File: config.mk
export PLATFORM = sky130hd
export DESIGN_NAME = ex_top
export DESIGN_NICKNAME = d
export VERILOG_FILES = /design/src/logic/ex_op_pkg.sv /design/src/logic/ex_rf_pkg.sv /design/src/logic/ex_alu.sv /design/src/logic/ex_div.sv /design/src/logic/ex_mult.sv /design/src/logic/ex_stage.sv /design/src/logic/ex_top.sv
export SDC_FILE = /design/constraint.sdc
export NUM_CORES = 2
export LEC_CHECK = 0
export BUFFER_PORTS_ARGS = -buffer_cell sky130_fd_sc_hd__buf_4
export CORE_MARGIN = 2
export CORE_UTILIZATION = 30
export DETAILED_ROUTE_END_ITERATION = 10
export MAX_ROUTING_LAYER = met4
export PLACE_DENSITY = 0.53
export SETUP_SLACK_MARGIN = 0.15
export SLEW_MARGIN = 30
export SYNTH_ARGS = -nofsm -noshare
export SYNTH_HDL_FRONTEND = slang
export SYNTH_SLANG_ARGS = --single-unit
File: constraint.sdc
create_clock -name clk -period 6.65 [get_ports clk]
set_input_delay 0.665 -clock clk [delete_from_list [all_inputs] [get_ports clk]]
set_output_delay 0.665 -clock clk [all_outputs]
set_load 0.05 [all_outputs]
File: src/logic/ex_op_pkg.sv
// Execute stage operation encodings and the mapping of each operation to its unit
package ex_op_pkg;

  // Operations accepted by the execute stage
  typedef enum logic [4:0] {
    // Arithmetic and logic
    ADD   = 5'd0,  SUB   = 5'd1,  AND  = 5'd2,  OR   = 5'd3,  XOR  = 5'd4,
    // Shifts
    SLL   = 5'd5,  SRL   = 5'd6,  SRA  = 5'd7,
    // Set on less than
    SLT   = 5'd8,  SLTU  = 5'd9,
    // Branch compares
    BEQ   = 5'd10, BNE   = 5'd11, BLT  = 5'd12, BGE  = 5'd13, BLTU = 5'd14, BGEU = 5'd15,
    // Multiplier, unsigned only
    MUL   = 5'd16, MULHU = 5'd17,
    // Divider, unsigned only
    DIVU  = 5'd18, REMU  = 5'd19
  } ex_op_e;

  // Unit that finishes an operation
  typedef enum logic [1:0] {
    UNIT_ALU    = 2'd0,
    UNIT_BRANCH = 2'd1,
    UNIT_MUL    = 2'd2,
    UNIT_DIV    = 2'd3
  } ex_unit_e;

  // Branches also run through the ALU comparator
  function automatic ex_unit_e op_unit(input ex_op_e op);
    case (op)
      BEQ, BNE, BLT, BGE, BLTU, BGEU: op_unit = UNIT_BRANCH;
      MUL, MULHU:                     op_unit = UNIT_MUL;
      DIVU, REMU:                     op_unit = UNIT_DIV;
      default:                        op_unit = UNIT_ALU;
    endcase
  endfunction

endpackage

File: src/logic/ex_rf_pkg.sv
// Register file destination address width and type seen by the execute stage
package ex_rf_pkg;

  // 32 integer registers
  parameter int RF_ADDR_W = 5;

  // Destination register address
  typedef logic [RF_ADDR_W-1:0] rf_addr_t;

endpackage

File: src/logic/ex_alu.sv
// Integer ALU with adder, logic, shifter, set-less-than and branch compare
`timescale 1ns/1ps

module ex_alu #(
  parameter int XLEN = 32
) (
  input  logic                 clk,
  input  logic                 rst_n,

  // Operation and operands
  input  ex_op_pkg::ex_op_e    op_i,
  input  logic [XLEN-1:0]      operand_a_i,
  input  logic [XLEN-1:0]      operand_b_i,

  // Results
  output logic [XLEN-1:0]      result_o,
  output logic                 cmp_result_o,

  // Handshake
  input  logic                 valid_i,
  output logic                 valid_o,
  output logic                 ready_o,
  input  logic                 ready_i
);

  // Shift amount width, 5 bits for RV32
  localparam int SHAMT_W = $clog2(XLEN);

  logic [SHAMT_W-1:0] shamt;
  logic [XLEN-1:0]    sum;
  logic [XLEN-1:0]    diff;
  logic               is_equal;
  logic               lt_signed;
  logic               lt_unsigned;

  //////////////////////////////////////////////////
  // Datapath
  //////////////////////////////////////////////////

  // Only the low bits of operand b are a shift amount
  assign shamt = operand_b_i[SHAMT_W-1:0];

  assign sum  = operand_a_i + operand_b_i;
  assign diff = operand_a_i - operand_b_i;

  // Comparator shared by SLT/SLTU and the branches
  assign is_equal    = (operand_a_i == operand_b_i);
  assign lt_signed   = ($signed(operand_a_i) < $signed(operand_b_i));
  assign lt_unsigned = (operand_a_i < operand_b_i);

  // Result select
  always_comb
  begin
    case (op_i)
      ex_op_pkg::ADD:  result_o = sum;
      ex_op_pkg::SUB:  result_o = diff;
      ex_op_pkg::AND:  result_o = operand_a_i & operand_b_i;
      ex_op_pkg::OR:   result_o = operand_a_i | operand_b_i;
      ex_op_pkg::XOR:  result_o = operand_a_i ^ operand_b_i;
      ex_op_pkg::SLL:  result_o = operand_a_i << shamt;
      ex_op_pkg::SRL:  result_o = operand_a_i >> shamt;
      // Arithmetic shift keeps the sign bit
      ex_op_pkg::SRA:  result_o = $signed(operand_a_i) >>> shamt;
      ex_op_pkg::SLT:  result_o = {{(XLEN-1){1'b0}}, lt_signed};
      ex_op_pkg::SLTU: result_o = {{(XLEN-1){1'b0}}, lt_unsigned};
      // Branches, MUL and DIV leave the ALU result unused
      default:         result_o = '0;
    endcase
  end

  // Branch decision
  always_comb
  begin
    case (op_i)
      ex_op_pkg::BEQ:  cmp_result_o = is_equal;
      ex_op_pkg::BNE:  cmp_result_o = !is_equal;
      ex_op_pkg::BLT:  cmp_result_o = lt_signed;
      ex_op_pkg::BGE:  cmp_result_o = !lt_signed;
      ex_op_pkg::BLTU: cmp_result_o = lt_unsigned;
      ex_op_pkg::BGEU: cmp_result_o = !lt_unsigned;
      default:         cmp_result_o = 1'b0;
    endcase
  end

  // Single cycle unit, the handshake passes straight through
  assign valid_o = valid_i;
  assign ready_o = ready_i;

endmodule

File: src/logic/ex_div.sv
// Restoring unsigned divider producing one quotient bit per cycle
`timescale 1ns/1ps

module ex_div #(
  parameter int XLEN = 32
) (
  input  logic               clk,
  input  logic               rst_n,

  input  ex_op_pkg::ex_op_e  op_i,
  // Dividend and divisor
  input  logic [XLEN-1:0]    operand_a_i,
  input  logic [XLEN-1:0]    operand_b_i,

  output logic [XLEN-1:0]    result_o,

  input  logic               valid_i,
  input  logic               kill_i,
  output logic               valid_o,
  output logic               ready_o,
  input  logic               ready_i
);

  localparam int CNT_W = $clog2(XLEN);

  // FSM states
  localparam logic [1:0] S_IDLE = 2'd0;
  localparam logic [1:0] S_RUN  = 2'd1;
  localparam logic [1:0] S_DONE = 2'd2;

  logic [1:0]       state_q;
  logic [CNT_W-1:0] cnt_q;

  logic [XLEN-1:0]  rem_q;
  logic [XLEN-1:0]  quot_q;
  logic [XLEN-1:0]  divisor_q;
  logic             rem_op_q;

  // One extra bit so the trial subtract shows its borrow
  logic [XLEN:0]    shifted;
  logic [XLEN:0]    trial;

  //////////////////////////////////////////////////
  // Control
  //////////////////////////////////////////////////

  always_ff @(posedge clk, negedge rst_n)
  begin
    if (!rst_n)
    begin
      state_q <= S_IDLE;
      cnt_q   <= '0;
    end
    else if (kill_i)
    begin
      // Abort, whatever the state
      state_q <= S_IDLE;
    end
    else
    begin
      case (state_q)
        S_IDLE:
        begin
          if (valid_i)
          begin
            state_q <= S_RUN;
            cnt_q   <= CNT_W'(XLEN - 1);
          end
        end
        S_RUN:
        begin
          // Last quotient bit is formed on this edge
          if (cnt_q == '0)
            state_q <= S_DONE;
          else
            cnt_q <= cnt_q - 1'b1;
        end
        S_DONE:
        begin
          // Hold the result until writeback takes it
          if (ready_i)
            state_q <= S_IDLE;
        end
        default: state_q <= S_IDLE;
      endcase
    end
  end

  //////////////////////////////////////////////////
  // Datapath
  //////////////////////////////////////////////////

  // Next dividend bit enters from the top of the quotient register
  assign shifted = {rem_q, quot_q[XLEN-1]};
  assign trial   = shifted - {1'b0, divisor_q};

  // Divisor of zero never borrows
  // so the quotient fills with ones and the remainder ends as the dividend
  always_ff @(posedge clk)
  begin
    if (state_q == S_IDLE && valid_i)
    begin
      rem_q     <= '0;
      quot_q    <= operand_a_i;
      divisor_q <= operand_b_i;
      rem_op_q  <= (op_i == ex_op_pkg::REMU);
    end
    else if (state_q == S_RUN)
    begin
      // Restore on borrow, else keep the difference
      rem_q  <= trial[XLEN] ? shifted[XLEN-1:0] : trial[XLEN-1:0];
      quot_q <= {quot_q[XLEN-2:0], !trial[XLEN]};
    end
  end

  assign result_o = rem_op_q ? rem_q : quot_q;
  assign valid_o  = (state_q == S_DONE);
  // Free when finishing, or idle with nothing for us
  assign ready_o  = ready_i && ((state_q == S_DONE) || (state_q == S_IDLE && !valid_i));

endmodule

File: src/logic/ex_mult.sv
// Two-stage unsigned multiplier returning the low or high word of the product
`timescale 1ns/1ps

module ex_mult #(
  parameter int XLEN = 32
) (
  input  logic               clk,
  input  logic               rst_n,

  input  ex_op_pkg::ex_op_e  op_i,
  input  logic [XLEN-1:0]    operand_a_i,
  input  logic [XLEN-1:0]    operand_b_i,

  output logic [XLEN-1:0]    result_o,

  input  logic               valid_i,
  output logic               valid_o,
  output logic               ready_o,
  input  logic               ready_i
);

  // Full double-width product and word select
  logic [2*XLEN-1:0] prod_q;
  logic              high_q;
  logic              s1_valid_q;

  // First stage occupancy
  // Freed when writeback takes the result or the operation is dropped
  always_ff @(posedge clk, negedge rst_n)
  begin
    if (!rst_n)
    begin
      s1_valid_q <= 1'b0;
    end
    else if (s1_valid_q)
    begin
      if (ready_i || !valid_i)
        s1_valid_q <= 1'b0;
    end
    else if (valid_i)
    begin
      s1_valid_q <= 1'b1;
    end
  end

  // Operands widen to 2*XLEN in the assignment context
  always_ff @(posedge clk)
  begin
    if (valid_i && !s1_valid_q)
    begin
      prod_q <= operand_a_i * operand_b_i;
      high_q <= (op_i == ex_op_pkg::MULHU);
    end
  end

  // Second cycle picks MUL or MULHU word
  assign result_o = high_q ? prod_q[2*XLEN-1:XLEN] : prod_q[XLEN-1:0];

  assign valid_o = s1_valid_q;
  // Busy in the cycle the operands are first presented
  assign ready_o = ready_i && (s1_valid_q || !valid_i);

endmodule

File: src/logic/ex_stage.sv
// Execute stage dispatching to ALU, multiplier and divider into the EX/WB register
`timescale 1ns/1ps

module ex_stage #(
  parameter int XLEN = 32
) (
  input  logic                  clk,
  input  logic                  rst_n,

  // From issue
  input  logic                  valid_i,
  input  ex_op_pkg::ex_op_e     op_i,
  input  logic [XLEN-1:0]       operand_a_i,
  input  logic [XLEN-1:0]       operand_b_i,
  input  logic [XLEN-1:0]       operand_c_i,
  input  ex_rf_pkg::rf_addr_t   rd_i,
  input  logic                  kill_i,
  output logic                  ready_o,

  // EX/WB register
  output logic                  wb_valid_o,
  output ex_rf_pkg::rf_addr_t   wb_rd_o,
  output logic [XLEN-1:0]       wb_data_o,
  input  logic                  wb_ready_i,

  // Branch outcome towards fetch
  output logic                  branch_decision_o,
  output logic [XLEN-1:0]       branch_target_o
);

  ex_op_pkg::ex_unit_e unit;

  logic            instr_valid;
  logic            alu_en_gated;
  logic            branch_en_gated;
  logic            mul_en_gated;
  logic            div_en_gated;

  logic [XLEN-1:0] alu_result;
  logic            alu_cmp_result;
  logic            alu_valid;
  logic            alu_ready;

  logic [XLEN-1:0] mul_result;
  logic            mul_valid;
  logic            mul_ready;

  logic [XLEN-1:0] div_result;
  logic            div_valid;
  logic            div_ready;

  logic [XLEN-1:0] ex_result;
  logic            ex_done;
  logic            rf_we;

  // Killed instruction looks like no instruction
  assign instr_valid = valid_i && !kill_i;
  assign unit        = ex_op_pkg::op_unit(op_i);

  // Per-unit enables, branches use the ALU comparator
  assign branch_en_gated = instr_valid && (unit == ex_op_pkg::UNIT_BRANCH);
  assign alu_en_gated    = instr_valid && ((unit == ex_op_pkg::UNIT_ALU) || branch_en_gated);
  assign mul_en_gated    = instr_valid && (unit == ex_op_pkg::UNIT_MUL);
  assign div_en_gated    = instr_valid && (unit == ex_op_pkg::UNIT_DIV);

  //////////////////////////////////////////////////
  // Units
  //////////////////////////////////////////////////

  ex_alu #(.XLEN(XLEN)) alu_i (
    .clk          (clk),
    .rst_n        (rst_n),
    .op_i         (op_i),
    .operand_a_i  (operand_a_i),
    .operand_b_i  (operand_b_i),
    .result_o     (alu_result),
    .cmp_result_o (alu_cmp_result),
    .valid_i      (alu_en_gated),
    .valid_o      (alu_valid),
    .ready_o      (alu_ready),
    .ready_i      (wb_ready_i)
  );

  ex_mult #(.XLEN(XLEN)) mult_i (
    .clk          (clk),
    .rst_n        (rst_n),
    .op_i         (op_i),
    .operand_a_i  (operand_a_i),
    .operand_b_i  (operand_b_i),
    .result_o     (mul_result),
    .valid_i      (mul_en_gated),
    .valid_o      (mul_valid),
    .ready_o      (mul_ready),
    .ready_i      (wb_ready_i)
  );

  ex_div #(.XLEN(XLEN)) div_i (
    .clk          (clk),
    .rst_n        (rst_n),
    .op_i         (op_i),
    .operand_a_i  (operand_a_i),
    .operand_b_i  (operand_b_i),
    .result_o     (div_result),
    .valid_i      (div_en_gated),
    .kill_i       (kill_i),
    .valid_o      (div_valid),
    .ready_o      (div_ready),
    .ready_i      (wb_ready_i)
  );

  // Result of the unit that owns the operation
  always_comb
  begin
    case (unit)
      ex_op_pkg::UNIT_MUL: ex_result = mul_result;
      ex_op_pkg::UNIT_DIV: ex_result = div_result;
      default:             ex_result = alu_result;
    endcase
  end

  // Completion needs writeback to be free
  assign ex_done = ((alu_en_gated && alu_valid) ||
                    (mul_en_gated && mul_valid) ||
                    (div_en_gated && div_valid)) && wb_ready_i;

  // Branches finish here with nothing to write
  assign rf_we = ex_done && (unit != ex_op_pkg::UNIT_BRANCH);

  //////////////////////////////////////////////////
  // EX/WB register
  //////////////////////////////////////////////////

  always_ff @(posedge clk, negedge rst_n)
  begin
    if (!rst_n)
      wb_valid_o <= 1'b0;
    else if (ex_done)
      wb_valid_o <= rf_we;
    else if (wb_ready_i)
      // Nothing finished, insert a bubble
      wb_valid_o <= 1'b0;
  end

  // Stalled writeback keeps the previous values
  always_ff @(posedge clk)
  begin
    if (rf_we)
    begin
      wb_rd_o   <= rd_i;
      wb_data_o <= ex_result;
    end
  end

  // Kill frees issue at once
  assign ready_o = kill_i || (alu_ready && mul_ready && div_ready && wb_ready_i);

  // Branch outcome straight from the comparator
  assign branch_decision_o = branch_en_gated && alu_cmp_result;
  assign branch_target_o   = operand_c_i;

endmodule

File: src/logic/ex_top.sv
// Execute subsystem top level fixing the datapath width
`timescale 1ns/1ps

module ex_top #(
  parameter int XLEN = 32
) (
  input  logic                  clk,
  input  logic                  rst_n,

  // Issue side
  input  logic                  valid_i,
  input  ex_op_pkg::ex_op_e     op_i,
  input  logic [XLEN-1:0]       operand_a_i,
  input  logic [XLEN-1:0]       operand_b_i,
  input  logic [XLEN-1:0]       operand_c_i,
  input  ex_rf_pkg::rf_addr_t   rd_i,
  input  logic                  kill_i,
  output logic                  ready_o,

  // Writeback side
  output logic                  wb_valid_o,
  output ex_rf_pkg::rf_addr_t   wb_rd_o,
  output logic [XLEN-1:0]       wb_data_o,
  input  logic                  wb_ready_i,

  // Branch outcome
  output logic                  branch_decision_o,
  output logic [XLEN-1:0]       branch_target_o
);

  ex_stage #(.XLEN(XLEN)) ex_stage_i (
    .clk               (clk),
    .rst_n             (rst_n),
    .valid_i           (valid_i),
    .op_i              (op_i),
    .operand_a_i       (operand_a_i),
    .operand_b_i       (operand_b_i),
    .operand_c_i       (operand_c_i),
    .rd_i              (rd_i),
    .kill_i            (kill_i),
    .ready_o           (ready_o),
    .wb_valid_o        (wb_valid_o),
    .wb_rd_o           (wb_rd_o),
    .wb_data_o         (wb_data_o),
    .wb_ready_i        (wb_ready_i),
    .branch_decision_o (branch_decision_o),
    .branch_target_o   (branch_target_o)
  );

endmodule

==> summary.md <==
| Metric | Value |
|---|---|
| Status | `finished with violations` |
| Failing checks | `setup timing` |
| Initial detailed-routing violation count | `4908` |
| Setup Skew | `0.01893 ns` |
| Top-area cell type share of the netlist area | `35.74%` |
| Reg2Reg Depth | `14` |
| Post-Route WL | `248300 um` |
| CTS tree | `yes` |
| Setup slack, reg-to-reg | `2.80 ns` |
| Initial Util | `30.15%` |
| Global-route wire length before repair | `350700 um` |
| Total Nets Final | `7751` |
| CP bufs+invs | `10` |
| R2r endpoint | `ex_stage_i.div_i.rem_q[0]` |
| Kind of critical path | `input pin to flop` |
| Largest net degree at the start of global routing | `63` |
| Max-slew violations | `0` |
| Crit-path max FO | `7` |
| Remaining DRCs | `0` |
| Critical path's slowest cell | `fa_1` |
| Setup crit start | `operand_a_i[18]` |
| Share of layout cells above drive strength 1 | `22.40%` |
| Avg Inst Size Synth | `8.680 um2` |
| TritonRoute pass-1 iters | `6` |
| Netlist cell types | `96` |
| Synth Register Bits | `208` |
| Layout area overhead | `23.96%` |
| CTS sink cnt | `208` |
| CTS max path bufs | `3` |
| RSZ-0062 raised after global routing | `true` |
| Top post-synthesis cells by area | `fa_1 (36%), edfxtp_1 (10%), ha_1 (9.9%)` |
| Post-synth top flop | `edfxtp_1` |
| Synth top cells by count | `inv_1 (1010), fa_1 (898), nor2_1 (798)` |
| WP data required | `7.02 ns` |
| Setup_tns | `-20.80 ns` |
| Worst setup EP type | `flop` |
| Vias in the first global route | `47320` |
| Die Y-Extent | `413.5 um` |
| Overflow after GRT | `0` |
| Arrival time worst endpoint | `7.78 ns` |
| Full die area | `171000 um2` |
| Synth Net Count | `7200` |
| GR Util All Layers | `29.83%` |
| Max cap viols | `0` |
| GP Congestion | `1.054` |
| Crit-path max cell delay | `0.57 ns` |
| I/O Pins | `183` |
| Vias per inst | `5.328` |
| # setup viols final | `40` |
| Worst R2R Start | `ex_stage_i.div_i.quot_q[31]` |
| Worst path depth | `30` |
| Initial antenna violation count | `14` |
| Async SR Flop Fraction | `4.327%` |
| CP Launch Type | `input pin` |
| Die width | `413.5 um` |
| Worst Hold Class | `input pin to flop` |
| Post-route ant nets | `0` |
| Mapped cell area | `50300 um2` |
| Most frequent cell after synthesis | `inv_1` |
| EDFF count, synth | `167` |
| Post-synthesis sequential area ratio | `11.69%` |
| Crit share post-route | `111.5%` |
| Filler cells | `16980` |
| Fin. Hold Viols | `0` |
| Vias post-DR | `45720` |
| Peak Freq | `134.9 MHz` |
| CTS root buf | `clkbuf_16` |
| H-Tree Depth | `1` |
| Num CTS Buffers | `25` |
| Biggest area consumer among synthesized cells | `fa_1` |
| Port Buffer Count | `118` |
| Crit path to | `ex_stage_i.mult_i.prod_q[63]` |
| CTS clk-pin slew, worst paths | `0.08 ns` |
| Avg WL per Cell | `28.93 um` |
| Most frequent cell on the critical path | `fa_1` |
| Std cell rows | `150` |
| Min cycle time layout | `7.415 ns` |
| Final WS setup | `-0.7646 ns` |
| Hpwl dp | `207400 um` |
| Family with the most delay on the worst path | `adder cells` |
| Core Footprint | `166800 um2` |
| Gate Count Post-Synth | `5795` |
| Yosys warning total | `0` |
| Slew HR | `24.78%` |
| Skew-Pair Late Insertion Delay | `0.61 ns` |
| Slew of the pin with the lowest slew margin | `1.124 ns` |
==> timing repair <==
action	in CTS	in global routing
cloned	1	2
buffers inserted	35	30
gates resized for setup	355	167
endpoints found under the hold margin	9	0
hold buffers	1	0
pin swaps	112	89
endpoints found under the setup margin	49	46
==> per-layer routing <==
layer,wire [um],track usage (%)
met1,98300,37.27
met2,110400,45.93
met3,22650,5.533
met4,16930,15.52
met5,0,-
==> worst min path at each step <==
stage	start	to	cells after the start
3_5_place_dp	ex_stage_i.div_i.rem_q[7]	ex_stage_i.div_i.rem_q[7]	2
4_1_cts	rd_i[2]	ex_stage_i.wb_rd_o[2]	1
3_3_place_gp	ex_stage_i.wb_valid_o	ex_stage_i.wb_valid_o	1
6_report	rd_i[4]	ex_stage_i.wb_rd_o[4]	1
2_1_floorplan	rst_n	ex_stage_i.div_i.cnt_q[0]	0
5_1_grt	rd_i[4]	ex_stage_i.wb_rd_o[4]	1
==> area by class of cell <==
class                           count  area [um2]  share of cell area, %
Multi-Input combinational cell   4176       40790                  65.42
Antenna cell                       12       30.03                0.04816
Timing Repair Buffer              912        8071                  12.94
Clock buffer                       34       743.2                  1.192
Inverter                         1022        3936                  6.313
Clock inverter                     12       130.1                 0.2087
Sequential cell                   208        5881                  9.431
Timing Repair inverter              1       11.26                0.01806
Tap cell                         2204        2758                  4.423
==> stage by stage <==
stage / hold WS (ns) / cell area [um2] / std cells / util [%] / worst slack (ns)
floorplan: 0.3694 / 50970 / 5795 / - / -0.9647
global placement: 0.4664 / 58680 / 8454 / 35.17 / -1.819
detailed placement: 0.4817 / 58690 / 8454 / 35.17 / -1.803
CTS: 0.2253 / 61330 / 8537 / 36.76 / -0.7048
global route: 0.2404 / 62340 / 8578 / 37.37 / -0.9442
finish: 0.2513 / 62350 / 8581 / 37.37 / -0.7646
==> cells in the final DEF (no fill, tap or decap), types with 38 or more instances in the layout <==
master | Yosys | layout
edfxtp_1 | 167 | 167
o211ai_1 | 41 | 41
buf_4 | 34 | 743
buf_6 | 2 | 97
o21ai_0 | 239 | 222
a21o_1 | 54 | 54
nor2_2 | 0 | 53
mux2i_1 | 118 | 118
xnor2_1 | 81 | 70
ha_4 | 0 | 38
ha_1 | 396 | 352
inv_2 | 2 | 43
buf_12 | 0 | 52
nor2_1 | 798 | 720
mux2_2 | 53 | 53
fa_1 | 898 | 843
a211oi_1 | 50 | 47
a21oi_1 | 235 | 201
fa_2 | 0 | 55
nand3_1 | 42 | 38
nand2_1 | 594 | 585
inv_1 | 1010 | 950
==> state kept, by name, summed over array words and instances (netlist names) <==
name	count
ex_stage_i.div_i.quot_q	32
ex_stage_i.div_i.state_q	2
ex_stage_i.div_i.rem_q	32
ex_stage_i.mult_i.prod_q	64
ex_stage_i.div_i.divisor_q	32
ex_stage_i.div_i.rem_op_q	1
ex_stage_i.div_i.cnt_q	5
ex_stage_i.mult_i.valid_o	1
ex_stage_i.wb_rd_o	5
ex_stage_i.mult_i.high_q	1
ex_stage_i.wb_valid_o	1
ex_stage_i.wb_data_o	32
==> kinds of logic after synthesis <==
family          share of synthesized area (%)
xor+xnor                                2.017
compound gates                          11.62
simple gates                            13.79
flops                                   11.69
mux                                     4.415
fa+ha+maj                               45.59
buf+inv                                 10.88
Power is left out: the tool's default activity adds up to more than one toggle a clock period on the data nets, which glitch-free logic cannot reach.
